==> config.mk <==
export PLATFORM = sky130hd
export DESIGN_NAME = execute_unit
export DESIGN_NICKNAME = d
export VERILOG_FILES = /design/src/alu_pkg.sv /design/src/alu_core.sv /design/src/execute_unit.sv /design/src/mul_div_unit.sv /design/src/result_queue.sv
export VERILOG_INCLUDE_DIRS = /design/src /design/src/include
export SDC_FILE = /design/constraint.sdc
export NUM_CORES = 2
export LEC_CHECK = 0
export ABC_AREA = 0
export BUFFER_PORTS_ARGS = -buffer_cell sky130_fd_sc_hd__clkbuf_2
export CORE_ASPECT_RATIO = 2
export CORE_MARGIN = 1.5
export CORE_UTILIZATION = 40
export CTS_CLUSTER_DIAMETER = 40
export DETAILED_ROUTE_END_ITERATION = 10
export SLEW_MARGIN = 40
export SYNTH_ARGS = -nofsm -noshare
export SYNTH_HDL_FRONTEND = slang
export SYNTH_HIERARCHICAL = 1
export SYNTH_SLANG_ARGS = --single-unit
==> constraint.sdc <==
create_clock -name clk -period 10.85 [get_ports clk]
set_input_delay 1.085 -clock clk [delete_from_list [all_inputs] [get_ports clk]]
set_output_delay 1.085 -clock clk [all_outputs]
set_load 0.02 [all_outputs]
==> src/include/alu_config.svh <==
`ifndef ALU_CONFIG_SVH
`define ALU_CONFIG_SVH

// Datapath width of the execute stage
`define ALU_WIDTH 32

`define RESULT_DEPTH 4      // Result FIFO entries

`define RESULT_CREDITS 2    // Buffers on the writeback side

`define DIV_CYCLES 32       // One quotient bit per step

`endif

==> src/alu_pkg.sv <==
`include "alu_config.svh"

package alu_pkg;

    typedef logic [`ALU_WIDTH-1:0] word_t;
    typedef logic [4:0]            shamt_t;    // Immediate or a[4:0] shift count

    typedef enum logic [4:0] {
        OP_AND   = 5'b00000,
        OP_OR    = 5'b00001,
        OP_XOR   = 5'b00010,
        OP_ADDU  = 5'b00011,
        OP_SUBU  = 5'b00100,
        OP_SLTU  = 5'b00101,
        OP_SLT   = 5'b00110,
        OP_MULTU = 5'b00111,    // Writes HI and LO
        OP_MULT  = 5'b01000,
        OP_SLL   = 5'b01001,
        OP_SLLV  = 5'b01010,
        OP_SRA   = 5'b01011,
        OP_SRL   = 5'b01100,
        OP_SRAV  = 5'b01101,
        OP_SRLV  = 5'b01110,
        OP_DIV   = 5'b01111,
        OP_DIVU  = 5'b10000,
        OP_MFHI  = 5'b10001,
        OP_MFLO  = 5'b10010,
        OP_BLTZ  = 5'b10011,    // Branch codes give 0 when taken
        OP_BGTZ  = 5'b10100,
        OP_BGEZ  = 5'b10101,
        OP_BNE   = 5'b10110,
        OP_BLEZ  = 5'b10111,
        OP_JR    = 5'b11000     // Passes a through
    } alu_op_t;

    typedef enum logic [1:0] {
        DIV_IDLE,
        DIV_RUN,
        DIV_DONE
    } div_state_t;

endpackage

==> src/alu_core.sv <==
`timescale 1ns/1ns

module alu_core (
    input  alu_pkg::alu_op_t op,
    input  alu_pkg::word_t   a,
    input  alu_pkg::word_t   b,
    input  alu_pkg::shamt_t  shamt,
    input  alu_pkg::word_t   hi,
    input  alu_pkg::word_t   lo,
    output alu_pkg::word_t   y,
    output logic             zero
);

    alu_pkg::shamt_t var_amt;
    logic            a_neg;
    logic            a_is_zero;
    logic            known_op;

    // Branch convention: 0 when the condition holds, 1 otherwise
    function automatic alu_pkg::word_t branch_res(input logic taken);
        alu_pkg::word_t res;
        res = taken ? '0 : alu_pkg::word_t'(1);
        return res;
    endfunction

    assign var_amt   = a[4:0];              // Only the low five bits count
    assign a_neg     = a[$bits(a)-1];
    assign a_is_zero = (a == '0);
    assign known_op  = (op <= alu_pkg::OP_JR);

    always_comb begin
        case (op)
            alu_pkg::OP_AND: begin
                y = a & b;
            end
            alu_pkg::OP_OR: begin
                y = a | b;
            end
            alu_pkg::OP_XOR: begin
                y = a ^ b;
            end
            alu_pkg::OP_ADDU: begin
                y = a + b;                  // No overflow trap
            end
            alu_pkg::OP_SUBU: begin
                y = a - b;
            end
            alu_pkg::OP_SLTU: begin
                y = alu_pkg::word_t'(a < b);
            end
            alu_pkg::OP_SLT: begin
                y = alu_pkg::word_t'($signed(a) < $signed(b));
            end
            alu_pkg::OP_SLL: begin
                y = b << shamt;
            end
            alu_pkg::OP_SLLV: begin
                y = b << var_amt;
            end
            alu_pkg::OP_SRA: begin
                y = $signed(b) >>> shamt;   // Sign bit fills from the left
            end
            alu_pkg::OP_SRL: begin
                y = b >> shamt;
            end
            alu_pkg::OP_SRAV: begin
                y = $signed(b) >>> var_amt;
            end
            alu_pkg::OP_SRLV: begin
                y = b >> var_amt;
            end
            alu_pkg::OP_MFHI: begin
                y = hi;
            end
            alu_pkg::OP_MFLO: begin
                y = lo;
            end
            alu_pkg::OP_BLTZ: begin
                y = branch_res(a_neg);
            end
            alu_pkg::OP_BGTZ: begin
                y = branch_res(!a_neg && !a_is_zero);
            end
            alu_pkg::OP_BGEZ: begin
                y = branch_res(!a_neg);
            end
            alu_pkg::OP_BNE: begin
                y = branch_res(a != b);
            end
            alu_pkg::OP_BLEZ: begin
                y = branch_res(a_neg || a_is_zero);
            end
            alu_pkg::OP_JR: begin
                y = a;                      // Jump target goes through untouched
            end
            alu_pkg::OP_MULT,
            alu_pkg::OP_MULTU,
            alu_pkg::OP_DIV,
            alu_pkg::OP_DIVU: begin
                // Result lands in HI and LO, read back with MFHI or MFLO
                y = '0;
            end
            default: begin
                y = '0;                     // Unknown code
            end
        endcase
    end

    assign zero = (y == '0);

    // HI and LO come from the multiply/divide unit and must be settled
    always_comb begin
        if (known_op) begin
            assert (!$isunknown(y))
                else $error("alu_core: unknown result for op %b", op);
        end
    end

endmodule

==> src/execute_unit.sv <==
`timescale 1ns/1ns

module execute_unit (
    input  logic             clk,
    input  logic             rst_n,
    input  logic             op_valid,
    input  alu_pkg::alu_op_t op,
    input  alu_pkg::word_t   a,
    input  alu_pkg::word_t   b,
    input  alu_pkg::shamt_t  shamt,
    output logic             op_ready,
    output logic             res_valid,
    output alu_pkg::word_t   res_data,
    output logic             res_zero,
    input  logic             res_credit
);

    alu_pkg::word_t alu_y;
    logic           alu_zero;
    alu_pkg::word_t hi;
    alu_pkg::word_t lo;
    logic           md_busy;
    logic           md_start;
    logic [3:0]     q_free;
    logic           q_push;
    logic           accept;
    logic           is_muldiv;

    assign is_muldiv = (op == alu_pkg::OP_MULT) || (op == alu_pkg::OP_MULTU) ||
                       (op == alu_pkg::OP_DIV)  || (op == alu_pkg::OP_DIVU);

    // Stall while HI/LO are being produced or no queue slot is left
    assign op_ready = !md_busy && (q_free != 4'd0);
    assign accept   = op_valid && op_ready;
    assign md_start = accept && is_muldiv;
    assign q_push   = accept && !is_muldiv;     // Every other op yields one result

    alu_core i_alu_core (
        .op    (op),
        .a     (a),
        .b     (b),
        .shamt (shamt),
        .hi    (hi),
        .lo    (lo),
        .y     (alu_y),
        .zero  (alu_zero)
    );

    mul_div_unit i_mul_div_unit (
        .clk   (clk),
        .rst_n (rst_n),
        .start (md_start),
        .op    (op),
        .a     (a),
        .b     (b),
        .hi    (hi),
        .lo    (lo),
        .busy  (md_busy)
    );

    result_queue i_result_queue (
        .clk        (clk),
        .rst_n      (rst_n),
        .push       (q_push),
        .push_data  (alu_y),
        .push_zero  (alu_zero),
        .free       (q_free),
        .res_valid  (res_valid),
        .res_data   (res_data),
        .res_zero   (res_zero),
        .res_credit (res_credit)
    );

endmodule

==> src/mul_div_unit.sv <==
`timescale 1ns/1ns
`include "alu_config.svh"

module mul_div_unit (
    input  logic             clk,
    input  logic             rst_n,
    input  logic             start,
    input  alu_pkg::alu_op_t op,
    input  alu_pkg::word_t   a,
    input  alu_pkg::word_t   b,
    output alu_pkg::word_t   hi,
    output alu_pkg::word_t   lo,
    output logic             busy
);

    localparam int W     = `ALU_WIDTH;
    localparam int CNT_W = $clog2(`DIV_CYCLES);

    logic                  is_mul;
    logic                  is_signed;

    logic                  mul_pend;        // Product goes to HI/LO next edge
    alu_pkg::word_t        mul_a;
    alu_pkg::word_t        mul_b;
    logic                  mul_sgn;
    logic signed [W:0]     mul_ax;
    logic signed [W:0]     mul_bx;
    logic signed [2*W-1:0] mul_prod;

    alu_pkg::div_state_t   div_state;
    logic [CNT_W-1:0]      div_cnt;
    alu_pkg::word_t        rem;
    alu_pkg::word_t        quo;             // Dividend shifts out, quotient in
    alu_pkg::word_t        dvs;
    logic                  neg_q;
    logic                  neg_r;
    logic                  div_zero;
    logic [W:0]            trial;

    assign is_mul    = (op == alu_pkg::OP_MULT) || (op == alu_pkg::OP_MULTU);
    assign is_signed = (op == alu_pkg::OP_MULT) || (op == alu_pkg::OP_DIV);

    // One extra bit turns both cases into a signed multiply
    assign mul_ax   = {mul_sgn & mul_a[W-1], mul_a};
    assign mul_bx   = {mul_sgn & mul_b[W-1], mul_b};
    assign mul_prod = mul_ax * mul_bx;

    assign trial = {rem, quo[W-1]} - {1'b0, dvs};   // Restoring trial subtract

    assign busy = mul_pend || (div_state != alu_pkg::DIV_IDLE);

    always_ff @(posedge clk or negedge rst_n) begin
        if (!rst_n) begin
            mul_pend  <= 1'b0;
            div_state <= alu_pkg::DIV_IDLE;
            div_cnt   <= '0;
        end else begin
            mul_pend <= start && is_mul;
            case (div_state)
                alu_pkg::DIV_IDLE: begin
                    if (start && !is_mul) begin
                        div_state <= alu_pkg::DIV_RUN;
                        div_cnt   <= '0;
                    end
                end
                alu_pkg::DIV_RUN: begin
                    div_cnt <= div_cnt + 1'b1;
                    if (div_cnt == CNT_W'(`DIV_CYCLES - 1)) begin
                        div_state <= alu_pkg::DIV_DONE;
                    end
                end
                default: begin
                    div_state <= alu_pkg::DIV_IDLE;     // Sign fix-up cycle
                end
            endcase
        end
    end

    always_ff @(posedge clk) begin
        if (start && is_mul) begin
            mul_a   <= a;
            mul_b   <= b;
            mul_sgn <= is_signed;
        end
        if (start && !is_mul) begin
            quo      <= (is_signed && a[W-1]) ? -a : a;    // Work on magnitudes
            dvs      <= (is_signed && b[W-1]) ? -b : b;
            rem      <= '0;
            neg_q    <= is_signed && (a[W-1] ^ b[W-1]);
            neg_r    <= is_signed && a[W-1];               // Remainder follows dividend
            div_zero <= (b == '0);
        end else if (div_state == alu_pkg::DIV_RUN) begin
            if (!trial[W]) begin
                rem <= trial[W-1:0];
                quo <= {quo[W-2:0], 1'b1};
            end else begin
                rem <= {rem[W-2:0], quo[W-1]};
                quo <= {quo[W-2:0], 1'b0};
            end
        end
    end

    // With a zero divisor the remainder ends up as |a|, so HI returns a
    always_ff @(posedge clk or negedge rst_n) begin
        if (!rst_n) begin
            hi <= '0;
            lo <= '0;
        end else if (mul_pend) begin
            hi <= mul_prod[2*W-1:W];
            lo <= mul_prod[W-1:0];
        end else if (div_state == alu_pkg::DIV_DONE) begin
            hi <= neg_r ? -rem : rem;
            lo <= div_zero ? '1 : (neg_q ? -quo : quo);
        end
    end

    // Issue logic must hold new work until busy falls
    assert property (@(posedge clk) disable iff (!rst_n) start |-> !busy)
        else $error("mul_div_unit: start while busy");

endmodule

==> src/result_queue.sv <==
`timescale 1ns/1ns
`include "alu_config.svh"

module result_queue (
    input  logic           clk,
    input  logic           rst_n,
    input  logic           push,
    input  alu_pkg::word_t push_data,
    input  logic           push_zero,
    output logic [3:0]     free,
    output logic           res_valid,
    output alu_pkg::word_t res_data,
    output logic           res_zero,
    input  logic           res_credit
);

    localparam int PTR_W = $clog2(`RESULT_DEPTH);
    localparam int CNT_W = $clog2(`RESULT_DEPTH + 1);
    localparam int CRD_W = $clog2(`RESULT_CREDITS + 1);

    alu_pkg::word_t   data_mem [`RESULT_DEPTH];
    logic             zero_mem [`RESULT_DEPTH];
    logic [PTR_W-1:0] wr_ptr;
    logic [PTR_W-1:0] rd_ptr;
    logic [CNT_W-1:0] count;
    logic [CRD_W-1:0] credits;          // Free buffers on the far side

    function automatic logic [PTR_W-1:0] next_ptr(input logic [PTR_W-1:0] ptr);
        if (ptr == PTR_W'(`RESULT_DEPTH - 1)) begin
            return '0;
        end
        return ptr + 1'b1;
    endfunction

    // Head is sent whenever a credit is left
    assign res_valid = (count != '0) && (credits != '0);
    assign res_data  = data_mem[rd_ptr];
    assign res_zero  = zero_mem[rd_ptr];
    assign free      = 4'(`RESULT_DEPTH) - 4'(count);

    always_ff @(posedge clk) begin
        if (push) begin
            data_mem[wr_ptr] <= push_data;
            zero_mem[wr_ptr] <= push_zero;
        end
    end

    always_ff @(posedge clk or negedge rst_n) begin
        if (!rst_n) begin
            wr_ptr  <= '0;
            rd_ptr  <= '0;
            count   <= '0;
            credits <= CRD_W'(`RESULT_CREDITS);
        end else begin
            if (push) begin
                wr_ptr <= next_ptr(wr_ptr);
            end
            if (res_valid) begin
                rd_ptr <= next_ptr(rd_ptr);
            end
            count   <= count + CNT_W'(push) - CNT_W'(res_valid);
            credits <= credits + CRD_W'(res_credit) - CRD_W'(res_valid);
        end
    end

    // Downstream returns at most what it has received
    assert property (@(posedge clk) disable iff (!rst_n)
                     credits <= CRD_W'(`RESULT_CREDITS))
        else $error("result_queue: credit counter overflow");

    assert property (@(posedge clk) disable iff (!rst_n) push |-> (free != 4'd0))
        else $error("result_queue: push into full queue");

endmodule

==> impl_metrics.yaml <==
logic_synthesis:
  ys_async_sr_fraction_pct: 21.5
  netlist-cell-type-count: 113
  synth-seq-cells: 377
  syn-cell-area_sq_mm: 0.0700
  ys_seq_area_share_pct: 15.1
  synthCells: 7888
  ys_top_cells_by_area: "fa_1, edfxtp_1, inv_1"
  syn_nets: 9453
  synth_common_cells: "inv_1, fa_1, nand2_1"
  yosysTopAreaCellShare_pct: 32.3
  yosysTopAreaCell: "fa_1"
  ys_warn_count: 6
  synth_ff_type: "edfxtp_1"
  synth.most_common_cell: "inv_1"
  avgSynthCellArea_sq_um: 8.87
  synth_edf_count: 264
floorplanning:
  die_area_sq_mm: 0.178
  die_h_um: 595
  die_w_um: 299
  num_rows: 217
  coreArea_sq_mm: 0.174
  pin_count: 113
  start_util_pct: 40.1
setup_path:
  startpoint_type: "flip-flop"
  crit_path_max_fanout: 21
  critPathMaxStageDelay_ns: 0.86
  endpoint_kind: "flip-flop"
  path_class: "reg2reg"
  crit_slowest_cell: "fa_1"
  worstReg2RegStart: "i_mul_div_unit/mul_sgn"
  cp_top_family: "adder cells"
  startpoint: "i_mul_div_unit/mul_sgn"
  cp.buffers_inverters: 8
  crit_path_frequent_cell: "fa_1"
  worstPathArrival_ns: 10.15
  cp.required_ns: 11.41
clock_tree:
  cts_root_buffer: "clkbuf_16"
  ctsHtreeMaxLevel: 2
  cts_sinks: 377
  cts_hold_buf: 0
  cts_buffer_depth: 3
  post-cts-setup-buffer-count: 0
  numCtsBuffers: 44
  path_clk_slew_ns: 0.07
  cts_tree: "built"
  clk-insertion-delay-late_ns: 0.67
  cts_resized: 0
status:
  status: "complete, no violations"
drt:
  ant_nets: 0
  drc: 0
  drt_iter0_drc: 4803
  postRouteWirelength_mm: 368
  firstDrtPassIters: 6
  routedWlPerCell_um: 35.9
  routed_via_density: 6.16
  vias: 63200
global_route:
  antenna_found_initial: 39
  grt_pass1_vias: 67400
  gr-total-overflow: 0
  grt_max_degree: 83
  track_usage_pct: 41.8
  grt_first_pass_wirelength_mm: 514
power_and_ir_drop:
  p_int_mw: 4.44
  p_comb_share_pct: 56.7
  pwr-share-clk_pct: 17.8
  seqPwrFrac_pct: 25.5
  p_leak_nw: 34.2
  switchingPower_mw: 4.50
  p_sw_share_pct: 50.3
  power_density_mw_per_mm2: 117
  irDropWorstVdd_mv: 0.172
sta:
  fin_crit_ns: 9.59
  max_slew_margin_pct: 26.1
  rsz0062_at_grt: "no"
  final_hold_viol_count: 0
  fin_crit_sh_pct: 88.4
  drv_slew: 0
  setup_viol: 0
  worstMarginPinSlew_ns: 1.08
  finClkSkew_ns: 0.0469
  setup_tns_ns: 0
  clock.fmax_mhz: 104
layout:
  syn2layout_area_growth_pct: 8.74
  num-nets-final: 9443
  drive_gt1_share_pct: 9.19
  fin_area_sq_mm: 0.0761
  instances_no_fill: 10300
place:
  dp_hpwl_mm: 300
  io_buffers: 112
  gp_congestion: 1.07
  dp.cells: 10100
  placed_cell_area_sq_mm: 0.0742
run:
  max_cap_violations: 0
worst_hold_path:
  hold_path_class: "in2async"
==> layout by cell type, fill, tap and decap left out, types with 112 or more instances in the layout <==
cell type	Yosys	routed
edfxtp_1	264	264
ha_1	358	358
a21oi_1	305	299
a211oi_1	133	126
and2_1	401	395
nor2_1	290	282
nand2_1	1081	1077
fa_1	1129	1129
inv_1	1277	1271
nor3_1	114	112
o21ai_0	330	325
xnor2_1	121	120
buf_4	4	293
==> worst paths after layout <==
check	cells after the start	to	slack, ns
hold reg to reg	1	i_mul_div_unit/div_cnt[4]	0.55
setup / recovery	28	i_mul_div_unit/hi[31]	1.26
min in group clk	1	i_mul_div_unit/div_cnt[4]	0.55
hold / removal	1	i_result_queue/count[1]	0.45
setup reg to reg	28	i_mul_div_unit/hi[31]	1.26
max in group asynchronous	2	i_mul_div_unit/lo[9]	9.06
==> state kept, by name, indices dropped and copies added, names as in the netlist <==
name                      flops
i_result_queue/data_mem     128
i_mul_div_unit/dvs           32
i_mul_div_unit/hi            32
i_mul_div_unit/lo            32
i_mul_div_unit/mul_a         32
i_mul_div_unit/mul_b         32
i_mul_div_unit/quo           32
i_mul_div_unit/rem           32
i_mul_div_unit/div_cnt        5
i_result_queue/zero_mem       4
i_result_queue/count          3
i_mul_div_unit/div_state      2
i_result_queue/credits        2
i_result_queue/rd_ptr         2
i_result_queue/wr_ptr         2
i_mul_div_unit/div_zero       1
i_mul_div_unit/mul_pend       1
i_mul_div_unit/mul_sgn        1
i_mul_div_unit/neg_q          1
i_mul_div_unit/neg_r          1
==> cell type report <==
cell class / instances / area, sq um
fill: 17500 / 98200
multi-input combinational: 5746 / 53200
sequential: 377 / 10600
inverter: 1285 / 4820
timing repair buffer: 424 / 3000
tap: 2299 / 2880
clock buffer: 50 / 1170
clock inverter: 31 / 358
antenna: 42 / 105
==> per-layer routing <==
| layer | global-route usage, % | vias up | share of wire [%] |
|---|---|---|---|
| met4 | 47.7 | 14 | 14 |
| met5 | 0 | - | 0.027 |
| li1 | - | 26000 | - |
| met2 | 74.9 | 2992 | 52 |
| met3 | 8.78 | 1536 | 5.5 |
| met1 | 35.7 | 32600 | 29 |
==> power groups by stage <==
stage	Sequential (mW)	Combinational [mW]	Clock [mW]
final	2.28	5.07	1.59
after global routing	2.29	5.36	1.65
after CTS	2.26	4.92	1.62
after detailed placement	2.29	4.88	0
after global placement	2.28	4.83	0
after floorplan	2.08	3.05	0
==> through the flow <==
stage	utilization (%)	power, mW	worst slack [ns]	hold WS, ns
4_1_cts	43.5	8.79	1.19	0.479
5_1_grt	43.6	9.30	0.700	0.474
6_report	43.7	8.94	1.26	0.452
2_1_floorplan	-	5.13	2.72	0.473
3_3_place_gp	42.3	7.11	1.23	0.494
3_5_place_dp	42.6	7.17	1.23	0.527
==> logic make-up (layout without fill, tap and decap cells) <==
| group | Yosys count | after routing | share of synthesized area [%] |
|---|---|---|---|
| and+or+nand+nor | 2393 | 2393 | 16.4 |
| xor gates and xnor gates | 220 | 220 | 2.75 |
| muxes | 135 | 135 | 2.73 |
| other | 0 | 42 | 0 |
| AOI/OAI and AO/OA | 1511 | 1511 | 14.5 |
| buffers and inverters | 1765 | 1790 | 9.68 |
| adders and majority gates | 1487 | 1487 | 38.7 |
| DFF | 377 | 377 | 15.1 |
Power figures use the tool's default switching activity.
